**src/common/rdbuf_defines.svh**
```systemverilog
`ifndef RDBUF_DEFINES_SVH
`define RDBUF_DEFINES_SVH

// Sizing of the read-response buffer subsystem

// Buffer depth in beats
// Must stay a power of two for the FIFO pointer wrap
`define RDBUF_N_ENTRIES 32

// Width of one data beat
`define RDBUF_DATA_BITS 32

// Memory word address width
// Six bits give a 64-word backing store
`define RDBUF_ADDR_BITS 6

// Longest burst a command may ask for
// Also the largest number of slots claimed in one cycle
`define RDBUF_MAX_BURST 4

`endif
```
**src/common/rdbuf_pkg.sv**
```systemverilog
`include "rdbuf_defines.svh"

package rdbuf_pkg;

    // One data beat as stored in memory and in the buffer
    typedef logic [`RDBUF_DATA_BITS-1:0] t_data;

    // Word address into the beat memory
    typedef logic [`RDBUF_ADDR_BITS-1:0] t_addr;

    // Burst length, one extra bit so MAX_BURST itself fits
    typedef logic [$clog2(`RDBUF_MAX_BURST):0] t_burst_len;

    // Buffer occupancy, zero up to N_ENTRIES inclusive
    typedef logic [$clog2(`RDBUF_N_ENTRIES):0] t_slot_cnt;

    // Requester FSM
    // Idle waits for a command, issue walks the burst one beat per cycle
    typedef enum logic
    {
        REQ_IDLE,
        REQ_ISSUE
    } t_req_state;

endpackage

```
**src/read_buffer_top.sv**
```systemverilog
`timescale 1ns/100ps
`include "rdbuf_defines.svh"

module read_buffer_top
(
    input  logic clk,
    input  logic reset_n,

    // Burst read commands
    input  logic cmd_valid,
    output logic cmd_ready,
    input  rdbuf_pkg::t_addr cmd_addr,
    input  rdbuf_pkg::t_burst_len cmd_len,

    // Memory fill
    input  logic wr_en,
    input  rdbuf_pkg::t_addr wr_addr,
    input  rdbuf_pkg::t_data wr_data,

    // Ordered read data out
    output logic out_valid,
    input  logic out_ready,
    output rdbuf_pkg::t_data out_data
);

    import rdbuf_pkg::*;

    // Requester to buffer
    logic alloc_en;
    t_burst_len alloc_cnt;
    logic almost_full;

    // Requester to memory
    logic rd_en;
    t_addr rd_addr;

    // Memory to buffer
    logic resp_en;
    t_data resp_data;

    logic deq_en;

    // Pop on every output transfer
    assign deq_en = out_valid && out_ready;

    burst_read_requester requester_i
    (
        .clk,
        .reset_n,
        .cmd_valid,
        .cmd_ready,
        .cmd_addr,
        .cmd_len,
        .almost_full,
        .alloc_en,
        .alloc_cnt,
        .rd_en,
        .rd_addr
    );

    beat_memory memory_i
    (
        .clk,
        .reset_n,
        .wr_en,
        .wr_addr,
        .wr_data,
        .rd_en,
        .rd_addr,
        .resp_en,
        .resp_data
    );

    // Claim-ahead buffer sized from the shared macros
    claim_fifo_buffer
    #(
        .N_ENTRIES(`RDBUF_N_ENTRIES),
        .DATA_BITS(`RDBUF_DATA_BITS),
        .MAX_ALLOC(`RDBUF_MAX_BURST)
    )
    buffer_i
    (
        .clk,
        .reset_n,
        .alloc_en,
        .alloc_cnt,
        .almost_full,
        .enq_data(resp_data),
        .enq_en(resp_en),
        .first(out_data),
        .deq_en,
        .not_empty(out_valid)
    );

endmodule

```
**src/beat_memory.sv**
```systemverilog
`timescale 1ns/100ps

module beat_memory
(
    input  logic clk,
    input  logic reset_n,

    // Fill port, no handshake
    input  logic wr_en,
    input  rdbuf_pkg::t_addr wr_addr,
    input  rdbuf_pkg::t_data wr_data,

    // Beat read request
    input  logic rd_en,
    input  rdbuf_pkg::t_addr rd_addr,

    // Response two cycles after rd_en
    output logic resp_en,
    output rdbuf_pkg::t_data resp_data
);

    import rdbuf_pkg::*;

    // One word per address
    localparam int N_WORDS = 2 ** $bits(t_addr);

    t_data mem [N_WORDS];

    // First stage, RAM output register
    t_data rd_data_q;
    logic rd_valid_q;

    // Storage with synchronous read
    // Write and read share one block so a same-address collision returns old data
    always_ff @(posedge clk)
    begin
        if (wr_en)
            mem[wr_addr] <= wr_data;
        if (rd_en)
            rd_data_q <= mem[rd_addr];
    end

    // Second stage, output register
    // Fully pipelined, a new read may enter every cycle
    always_ff @(posedge clk)
    begin
        if (rd_valid_q)
            resp_data <= rd_data_q;
    end

    // Valid pipeline tracking the two data stages
    always_ff @(posedge clk)
    begin
        if (!reset_n)
        begin
            rd_valid_q <= 1'b0;
            resp_en <= 1'b0;
        end
        else
        begin
            rd_valid_q <= rd_en;
            // No stall input here
            // The buffer always has a claimed slot for this beat
            resp_en <= rd_valid_q;
        end
    end

endmodule

```
**src/burst_read_requester.sv**
```systemverilog
`timescale 1ns/100ps

module burst_read_requester
(
    input  logic clk,
    input  logic reset_n,

    // Burst command in
    input  logic cmd_valid,
    output logic cmd_ready,
    input  rdbuf_pkg::t_addr cmd_addr,
    input  rdbuf_pkg::t_burst_len cmd_len,

    // Slot claims toward the buffer
    input  logic almost_full,
    output logic alloc_en,
    output rdbuf_pkg::t_burst_len alloc_cnt,

    // Beat reads toward the memory
    output logic rd_en,
    output rdbuf_pkg::t_addr rd_addr
);

    import rdbuf_pkg::*;

    t_req_state state;
    t_req_state state_next;

    // Address of the next beat and beats still to issue
    t_addr cur_addr;
    t_burst_len beats_left;

    logic cmd_accept;
    logic last_beat;

    // New work only while idle and the buffer has room for a full burst
    assign cmd_ready = (state == REQ_IDLE) && !almost_full;
    assign cmd_accept = cmd_valid && cmd_ready;

    // Whole burst claimed in the accept cycle
    assign alloc_en = cmd_accept;
    assign alloc_cnt = cmd_len;

    // One beat per issue cycle
    assign rd_en = (state == REQ_ISSUE);
    assign rd_addr = cur_addr;

    assign last_beat = (beats_left == t_burst_len'(1));

    // Next state
    always_comb
    begin
        state_next = state;
        case (state)
            REQ_IDLE:
            begin
                if (cmd_accept)
                    state_next = REQ_ISSUE;
            end
            REQ_ISSUE:
            begin
                // Burst of L beats spends exactly L cycles here
                if (last_beat)
                    state_next = REQ_IDLE;
            end
        endcase
    end

    // State and beat count
    always_ff @(posedge clk)
    begin
        if (!reset_n)
        begin
            state <= REQ_IDLE;
            beats_left <= '0;
        end
        else
        begin
            state <= state_next;
            if (cmd_accept)
                beats_left <= cmd_len;
            else if (rd_en)
                beats_left <= beats_left - t_burst_len'(1);
        end
    end

    // Beat address, loaded on accept and stepped per beat
    always_ff @(posedge clk)
    begin
        if (cmd_accept)
            cur_addr <= cmd_addr;
        else if (rd_en)
            cur_addr <= cur_addr + t_addr'(1);
    end

endmodule

```
**src/fifo_buffer/claim_fifo_buffer.sv**
```systemverilog
`timescale 1ns/100ps

module claim_fifo_buffer
#(
    parameter int N_ENTRIES = 32,
    parameter int DATA_BITS = 32,
    // Largest claim in a single cycle
    parameter int MAX_ALLOC = 4
)
(
    input  logic clk,
    input  logic reset_n,

    // Slot claims, control only, no payload
    input  logic alloc_en,
    input  logic [$clog2(MAX_ALLOC):0] alloc_cnt,
    output logic almost_full,

    // Payload arrives later into slots already claimed
    input  logic [DATA_BITS-1:0] enq_data,
    input  logic enq_en,

    // In-order drain
    output logic [DATA_BITS-1:0] first,
    input  logic deq_en,
    output logic not_empty
);

    localparam int CNT_BITS = $clog2(N_ENTRIES) + 1;

    // Thresholds for the registered almost_full
    // Claim cycles need room for one more worst-case claim behind them
    localparam logic [CNT_BITS-1:0] MARK_IDLE = CNT_BITS'(N_ENTRIES - MAX_ALLOC);
    localparam logic [CNT_BITS-1:0] MARK_CLAIM = CNT_BITS'(N_ENTRIES - 2 * MAX_ALLOC);

    // Slots claimed and not yet dequeued
    logic [CNT_BITS-1:0] space_used;
    logic [CNT_BITS-1:0] space_used_next;

    logic [CNT_BITS-1:0] alloc_ext;
    logic [CNT_BITS-1:0] used_add;
    logic [CNT_BITS-1:0] used_sub;
    logic [CNT_BITS-1:0] used_add_sub;

    assign alloc_ext = CNT_BITS'(alloc_cnt);

    // All three sums in parallel
    assign used_add = space_used + alloc_ext;
    assign used_sub = space_used - CNT_BITS'(1);
    assign used_add_sub = used_add - CNT_BITS'(1);

    // Pick the result after the adders to keep the select off the carry chain
    always_comb
    begin
        case ({alloc_en, deq_en})
            2'b10: space_used_next = used_add;
            2'b01: space_used_next = used_sub;
            2'b11: space_used_next = used_add_sub;
            default: space_used_next = space_used;
        endcase
    end

    // Counter and almost_full
    // Flag looks at the current count with the MAX_ALLOC margin, not at alloc_cnt
    always_ff @(posedge clk)
    begin
        if (!reset_n)
        begin
            space_used <= '0;
            // Read as full until the first clock out of reset
            almost_full <= 1'b1;
        end
        else
        begin
            space_used <= space_used_next;
            if (alloc_en)
                almost_full <= (space_used > MARK_CLAIM);
            else
                almost_full <= (space_used > MARK_IDLE);
        end
    end

    // Data path is an ordinary FIFO
    // Claims guarantee room, so its full flag goes nowhere
    slot_fifo_bram
    #(
        .N_ENTRIES(N_ENTRIES),
        .DATA_BITS(DATA_BITS)
    )
    fifo_i
    (
        .clk,
        .reset_n,
        .enq_data,
        .enq_en,
        .not_full(),
        .first,
        .deq_en,
        .not_empty
    );

endmodule

```
**src/fifo_buffer/slot_fifo_bram.sv**
```systemverilog
`timescale 1ns/100ps

module slot_fifo_bram
#(
    parameter int N_ENTRIES = 32,
    parameter int DATA_BITS = 32
)
(
    input  logic clk,
    input  logic reset_n,

    // Write side
    input  logic [DATA_BITS-1:0] enq_data,
    input  logic enq_en,
    output logic not_full,

    // Ordered read side, first word is registered
    output logic [DATA_BITS-1:0] first,
    input  logic deq_en,
    output logic not_empty
);

    // Pointers wrap on their own, so depth is a power of two
    localparam int PTR_BITS = $clog2(N_ENTRIES);
    localparam int CNT_BITS = PTR_BITS + 1;

    // Storage array, meant to map onto block RAM
    logic [DATA_BITS-1:0] mem [N_ENTRIES];

    logic [PTR_BITS-1:0] wr_ptr;
    logic [PTR_BITS-1:0] rd_ptr;
    logic [PTR_BITS-1:0] rd_ptr_next;
    logic [CNT_BITS-1:0] count;
    logic fwd_enq;

    // Head address as it will be after this cycle's dequeue
    assign rd_ptr_next = deq_en ? rd_ptr + PTR_BITS'(1) : rd_ptr;

    // Word being written is the next head
    // Only happens when the FIFO drains to empty this cycle
    assign fwd_enq = enq_en && (wr_ptr == rd_ptr_next);

    // Flags straight from the occupancy counter
    assign not_empty = (count != '0);
    assign not_full = (count != CNT_BITS'(N_ENTRIES));

    // RAM write port
    always_ff @(posedge clk)
    begin
        if (enq_en)
            mem[wr_ptr] <= enq_data;
    end

    // Registered first word
    // Bypass covers the write-then-read collision on the same slot
    always_ff @(posedge clk)
    begin
        if (fwd_enq)
            first <= enq_data;
        else
            first <= mem[rd_ptr_next];
    end

    // Pointers and occupancy
    always_ff @(posedge clk)
    begin
        if (!reset_n)
        begin
            wr_ptr <= '0;
            rd_ptr <= '0;
            count <= '0;
        end
        else
        begin
            rd_ptr <= rd_ptr_next;
            if (enq_en)
                wr_ptr <= wr_ptr + PTR_BITS'(1);

            // Simultaneous enq and deq leave the count alone
            case ({enq_en, deq_en})
                2'b10: count <= count + CNT_BITS'(1);
                2'b01: count <= count - CNT_BITS'(1);
                default: count <= count;
            endcase
        end
    end

endmodule

```
**config.mk**
```make
export PLATFORM = sky130hd
export DESIGN_NAME = read_buffer_top
export DESIGN_NICKNAME = d
export VERILOG_FILES = /design/src/common/rdbuf_pkg.sv /design/src/read_buffer_top.sv /design/src/beat_memory.sv /design/src/burst_read_requester.sv /design/src/fifo_buffer/claim_fifo_buffer.sv /design/src/fifo_buffer/slot_fifo_bram.sv
export VERILOG_INCLUDE_DIRS = /design/src /design/src/common
export SDC_FILE = /design/constraint.sdc
export NUM_CORES = 2
export LEC_CHECK = 0
export ABC_AREA = 1
export BUFFER_PORTS_ARGS = -buffer_cell sky130_fd_sc_hd__buf_2
export CAP_MARGIN = 20
export CORE_ASPECT_RATIO = 0.9
export CORE_MARGIN = 10
export CORE_UTILIZATION = 58
export DETAILED_ROUTE_END_ITERATION = 8
export MAX_ROUTING_LAYER = met4
export PLACE_DENSITY_LB_ADDON = 0.2
export SKIP_LAST_GASP = 1
export SYNTH_ARGS = -nofsm -noshare
export SYNTH_HDL_FRONTEND = slang
export SYNTH_SLANG_ARGS = --single-unit
```
**constraint.sdc**
```tcl
create_clock -name clk -period 6.4 [get_ports clk]
set_input_delay 1.28 -clock clk [delete_from_list [all_inputs] [get_ports clk]]
set_output_delay 1.28 -clock clk [all_outputs]
set_load 0.03 [all_outputs]
```
==> out/results.tsv <==
stage	metric	value	unit
run_status	run_status	finished clean	
power	p_per_area	387	nW/um2
cts	clock_latency	930	ps
detailed_routing	postRouteAntennaNets	0	
power	p_leak	0.0431	uW
placement	portBuffers	85	
placement	pre_cts_slack	1820	ps
timing	finalSetupViolations	0	
placement	dp_hpwl	164000	um
logic_synthesis	synth_top_area_cell	edfxtp_1	
global_route	grt.overflow.total	0	
floorplan	io_pins	86	
detailed_routing	avgRoutedWirePerCell	28.1	um
min_path	hp-class	flop to flop	
detailed_routing	via_per_inst	6.54	
floorplan	core_area	212000	um2
power	swShare	30.9	%
power	p_switching	16400	uW
power	combPwrFrac	21.8	%
timing	finalHoldViolations	0	
logic_synthesis	synth_compound_gate_area_share	12.2	%
logic_synthesis	ys_types	42	
worst_setup_path	crit_type	flop to output port	
logic_synthesis	synth_flop_cell	edfxtp_1	
final_layout	multi_input_comb_area	26000	um2
final_layout	drive_gt1_share	9.02	%
timing	fin_tns_setup	0	ps
logic_synthesis	syn_inst	8997	
cts	cts_tree	yes	
final_layout	register_area	95000	um2
cts	clockRootBuffer	clkbuf_16	
power	internal_power	36700	uW
timing	rsz0062_at_grt	no	
final_layout	layout.nets	9023	
floorplan	die_width	507	um
global_route	grt_pass1_vias	75100	
logic_synthesis	synth_top_family_by_area	compound AO/OA/AOI/OAI gates	
detailed_routing	firstDrtPassIters	9	
cts	clock_path_buffers	4	
logic_synthesis	synth_edf_count	3142	
cts	cts_buffers	325	
logic_synthesis	synth_seq_area_share	76.7	%
logic_synthesis	syn_area	124000	um2
cts	ctsHoldBuffers	0	
timing	final.min_clock_period	5610	ps
timing	slew_headroom	12.3	%
worst_setup_path	start_kind	flop	
logic_synthesis	yosys.area_share.simple	7.89	%
floorplan	dieArea	232000	um2
placement	gp_congestion	0.817	
global_route	antenna_found_initial	20	
global_route	grt_pass1_wl	494000	um
power	pwr-share-seq	44.2	%
logic_synthesis	yosysWarningCount	0	
logic_synthesis	synthTopCellsByCount	3142 x edfxtp_1, 1739 x nor2_1, 1415 x o21ai_0, 403 x o221ai_1, 363 x o22ai_1	
timing	fin_ws	792	ps
logic_synthesis	synth_top_area_share	76.2	%
logic_synthesis	ys_top_cells_by_area	edfxtp_1 76%, o21ai_0 5.7%, nor2_1 5.3%	
timing	fmax	0.178	GHz
logic_synthesis	synth_seq_cells	3176	
worst_setup_path	crit_arrival	4330	ps
floorplan	rows	160	
final_layout	design_area	137000	um2
logic_synthesis	synth.area.mux_share	0	%
timing	fin_crit_sh	87.6	%
logic_synthesis	synthAdderAreaFrac	0.176	%
cts	cts.htree.levels	5	
timing	clock_skew	47.0	ps
power	peakVddDrop	454	uV
worst_setup_path	cp_max_fo	208	
cts	cts.clk_slew.worst_paths	60	ps
cts	cts_setup_buffers	0	
floorplan	die_h	458	um
logic_synthesis	avgSynthCellArea	13.8	um2
detailed_routing	drc	0	
timing	final_max_slew_viol_count	0	
final_layout	area_growth	10.9	%
job	max_cap_viol_count	0	
global_route	grt_max_degree	259	
detailed_routing	drt-initial-drc-count	10900	
logic_synthesis	async_flop_share	0	%
cts	numClockSinks	3176	
worst_setup_path	critPathRequiredTime	5120	ps
global_route	grt_usage	29.2	%
final_layout	nFillCells	15100	
cts	cts_resized	0	
power	pwr-share-clk	34.0	%
floorplan	start_util	58.5	%
detailed_routing	vias	78700	
logic_synthesis	yosysMostFrequentCell	edfxtp_1	
detailed_routing	finalWirelength	339000	um
timing	tightest_slew	1320	ps
logic_synthesis	syn_nets	9065	
worst_setup_path	end_kind	output port	
placement	dpl_cell_area	127000	um2
logic_synthesis	synth_xor_area_share	0.0919	%
-- final cells by class --
cell class | count | share of cell area (%)
Multi-Input combinational cell | 5081 | 18.9
Antenna cell | 18 | 0.0328
Sequential cell | 3176 | 69.2
Clock inverter | 164 | 1.03
Timing Repair Buffer | 288 | 1.70
Inverter | 83 | 0.280
Clock buffer | 395 | 6.23
Tap cell | 2835 | 2.58
-- final timing paths --
| check | startpoint | to | slack [ps] | depth (start not counted) |
|---|---|---|---|---|
| max | flop | out_data[4] | 790 | 8 |
| min | memory_i.rd_data_q[6]$_DFFE_PP_ | memory_i.resp_data[6]$_DFFE_PP_ | 420 | 0 |
| min reg2reg | memory_i.rd_data_q[6]$_DFFE_PP_ | memory_i.resp_data[6]$_DFFE_PP_ | 420 | 0 |
| max reg2reg | requester_i.rd_addr[0]$_DFFE_PP_ | memory_i.rd_data_q[15]$_DFFE_PP_ | 2430 | 8 |
-- critical path, cell delays in order, from the launching register on --
cell and delay, ps:
dfxtp_4 740, buf_12 520, o21ai_0 270, o22ai_1 260, o21ai_0 110, o21ai_1 210
nor2_1 60, a21oi_1 480, buf_2 310
-- kinds of logic after synthesis --
family,count (synthesis)
AND/OR/NAND/NOR,2447
XOR/XNOR,13
AO/OA/AOI/OAI,2604
adder cells (fa/ha/maj),17
flip-flops,3176
buffers and inverters,740
-- metal layers --
metal,wire [um],global-route usage (%)
met2,158000,44.8
met5,0,-
met3,36400,5.56
met1,129000,38.8
met4,15200,11.8
-- metrics by stage --
step	utilization (%)	hold WS [ps]	power [uW]	std cells
6_report	64.8	419	53100	12000
5_1_grt	64.8	419	55100	12000
4_1_cts	64.8	417	53100	12000
3_5_place_dp	60.1	406	35300	11500
3_3_place_gp	60.1	401	34900	11500
2_1_floorplan	-	400	31500	8997
-- layout by cell type, fill, tap and decap left out, drive strengths merged, types with 2 or more instances in the layout --
| cell type | netlist | routed |
|---|---|---|
| a21oi | 143 | 143 |
| a31oi | 36 | 36 |
| buf | 301 | 288 |
| bufinv | 0 | 25 |
| clkbuf | 356 | 395 |
| clkinv | 1 | 129 |
| clkinvlp | 0 | 6 |
| dfxtp | 34 | 34 |
| diode | 0 | 18 |
| edfxtp | 3142 | 3142 |
| ha | 15 | 15 |
| inv | 82 | 87 |
| nand2 | 307 | 307 |
| nand3 | 345 | 345 |
| nand4 | 36 | 36 |
| nor2 | 1741 | 1741 |
| nor3 | 12 | 12 |
| o211ai | 48 | 48 |
| o21a | 2 | 2 |
| o21ai | 1609 | 1609 |
| o221ai | 403 | 403 |
| o22ai | 363 | 363 |
| or2 | 3 | 3 |
| xnor2 | 9 | 9 |
| xor2 | 4 | 4 |
-- state kept, by name (all words and copies together), names as in the netlist, named ones only --
register,flops
buffer_i.fifo_i.wr_ptr,5
requester_i.beats_left,3
buffer_i.almost_full,1
memory_i.mem,2048
buffer_i.space_used,6
memory_i.rd_valid_q,1
requester_i.rd_en,1
buffer_i.fifo_i.mem,1024
memory_i.resp_en,1
requester_i.rd_addr,6
buffer_i.fifo_i.count,6
memory_i.rd_data_q,32
buffer_i.fifo_i.rd_ptr,5
memory_i.resp_data,32
-- power groups by stage --
| stage | sequential [uW] | clock (uW) | combinational, uW |
|---|---|---|---|
| floorplan | 23700 | 0 | 7720 |
| global placement | 23900 | 0 | 11000 |
| detailed placement | 23900 | 0 | 11300 |
| CTS | 23500 | 18200 | 11400 |
| global route | 23500 | 19000 | 12500 |
| finish | 23500 | 18100 | 11600 |
Note: power is estimated with default switching activity, not from simulation.
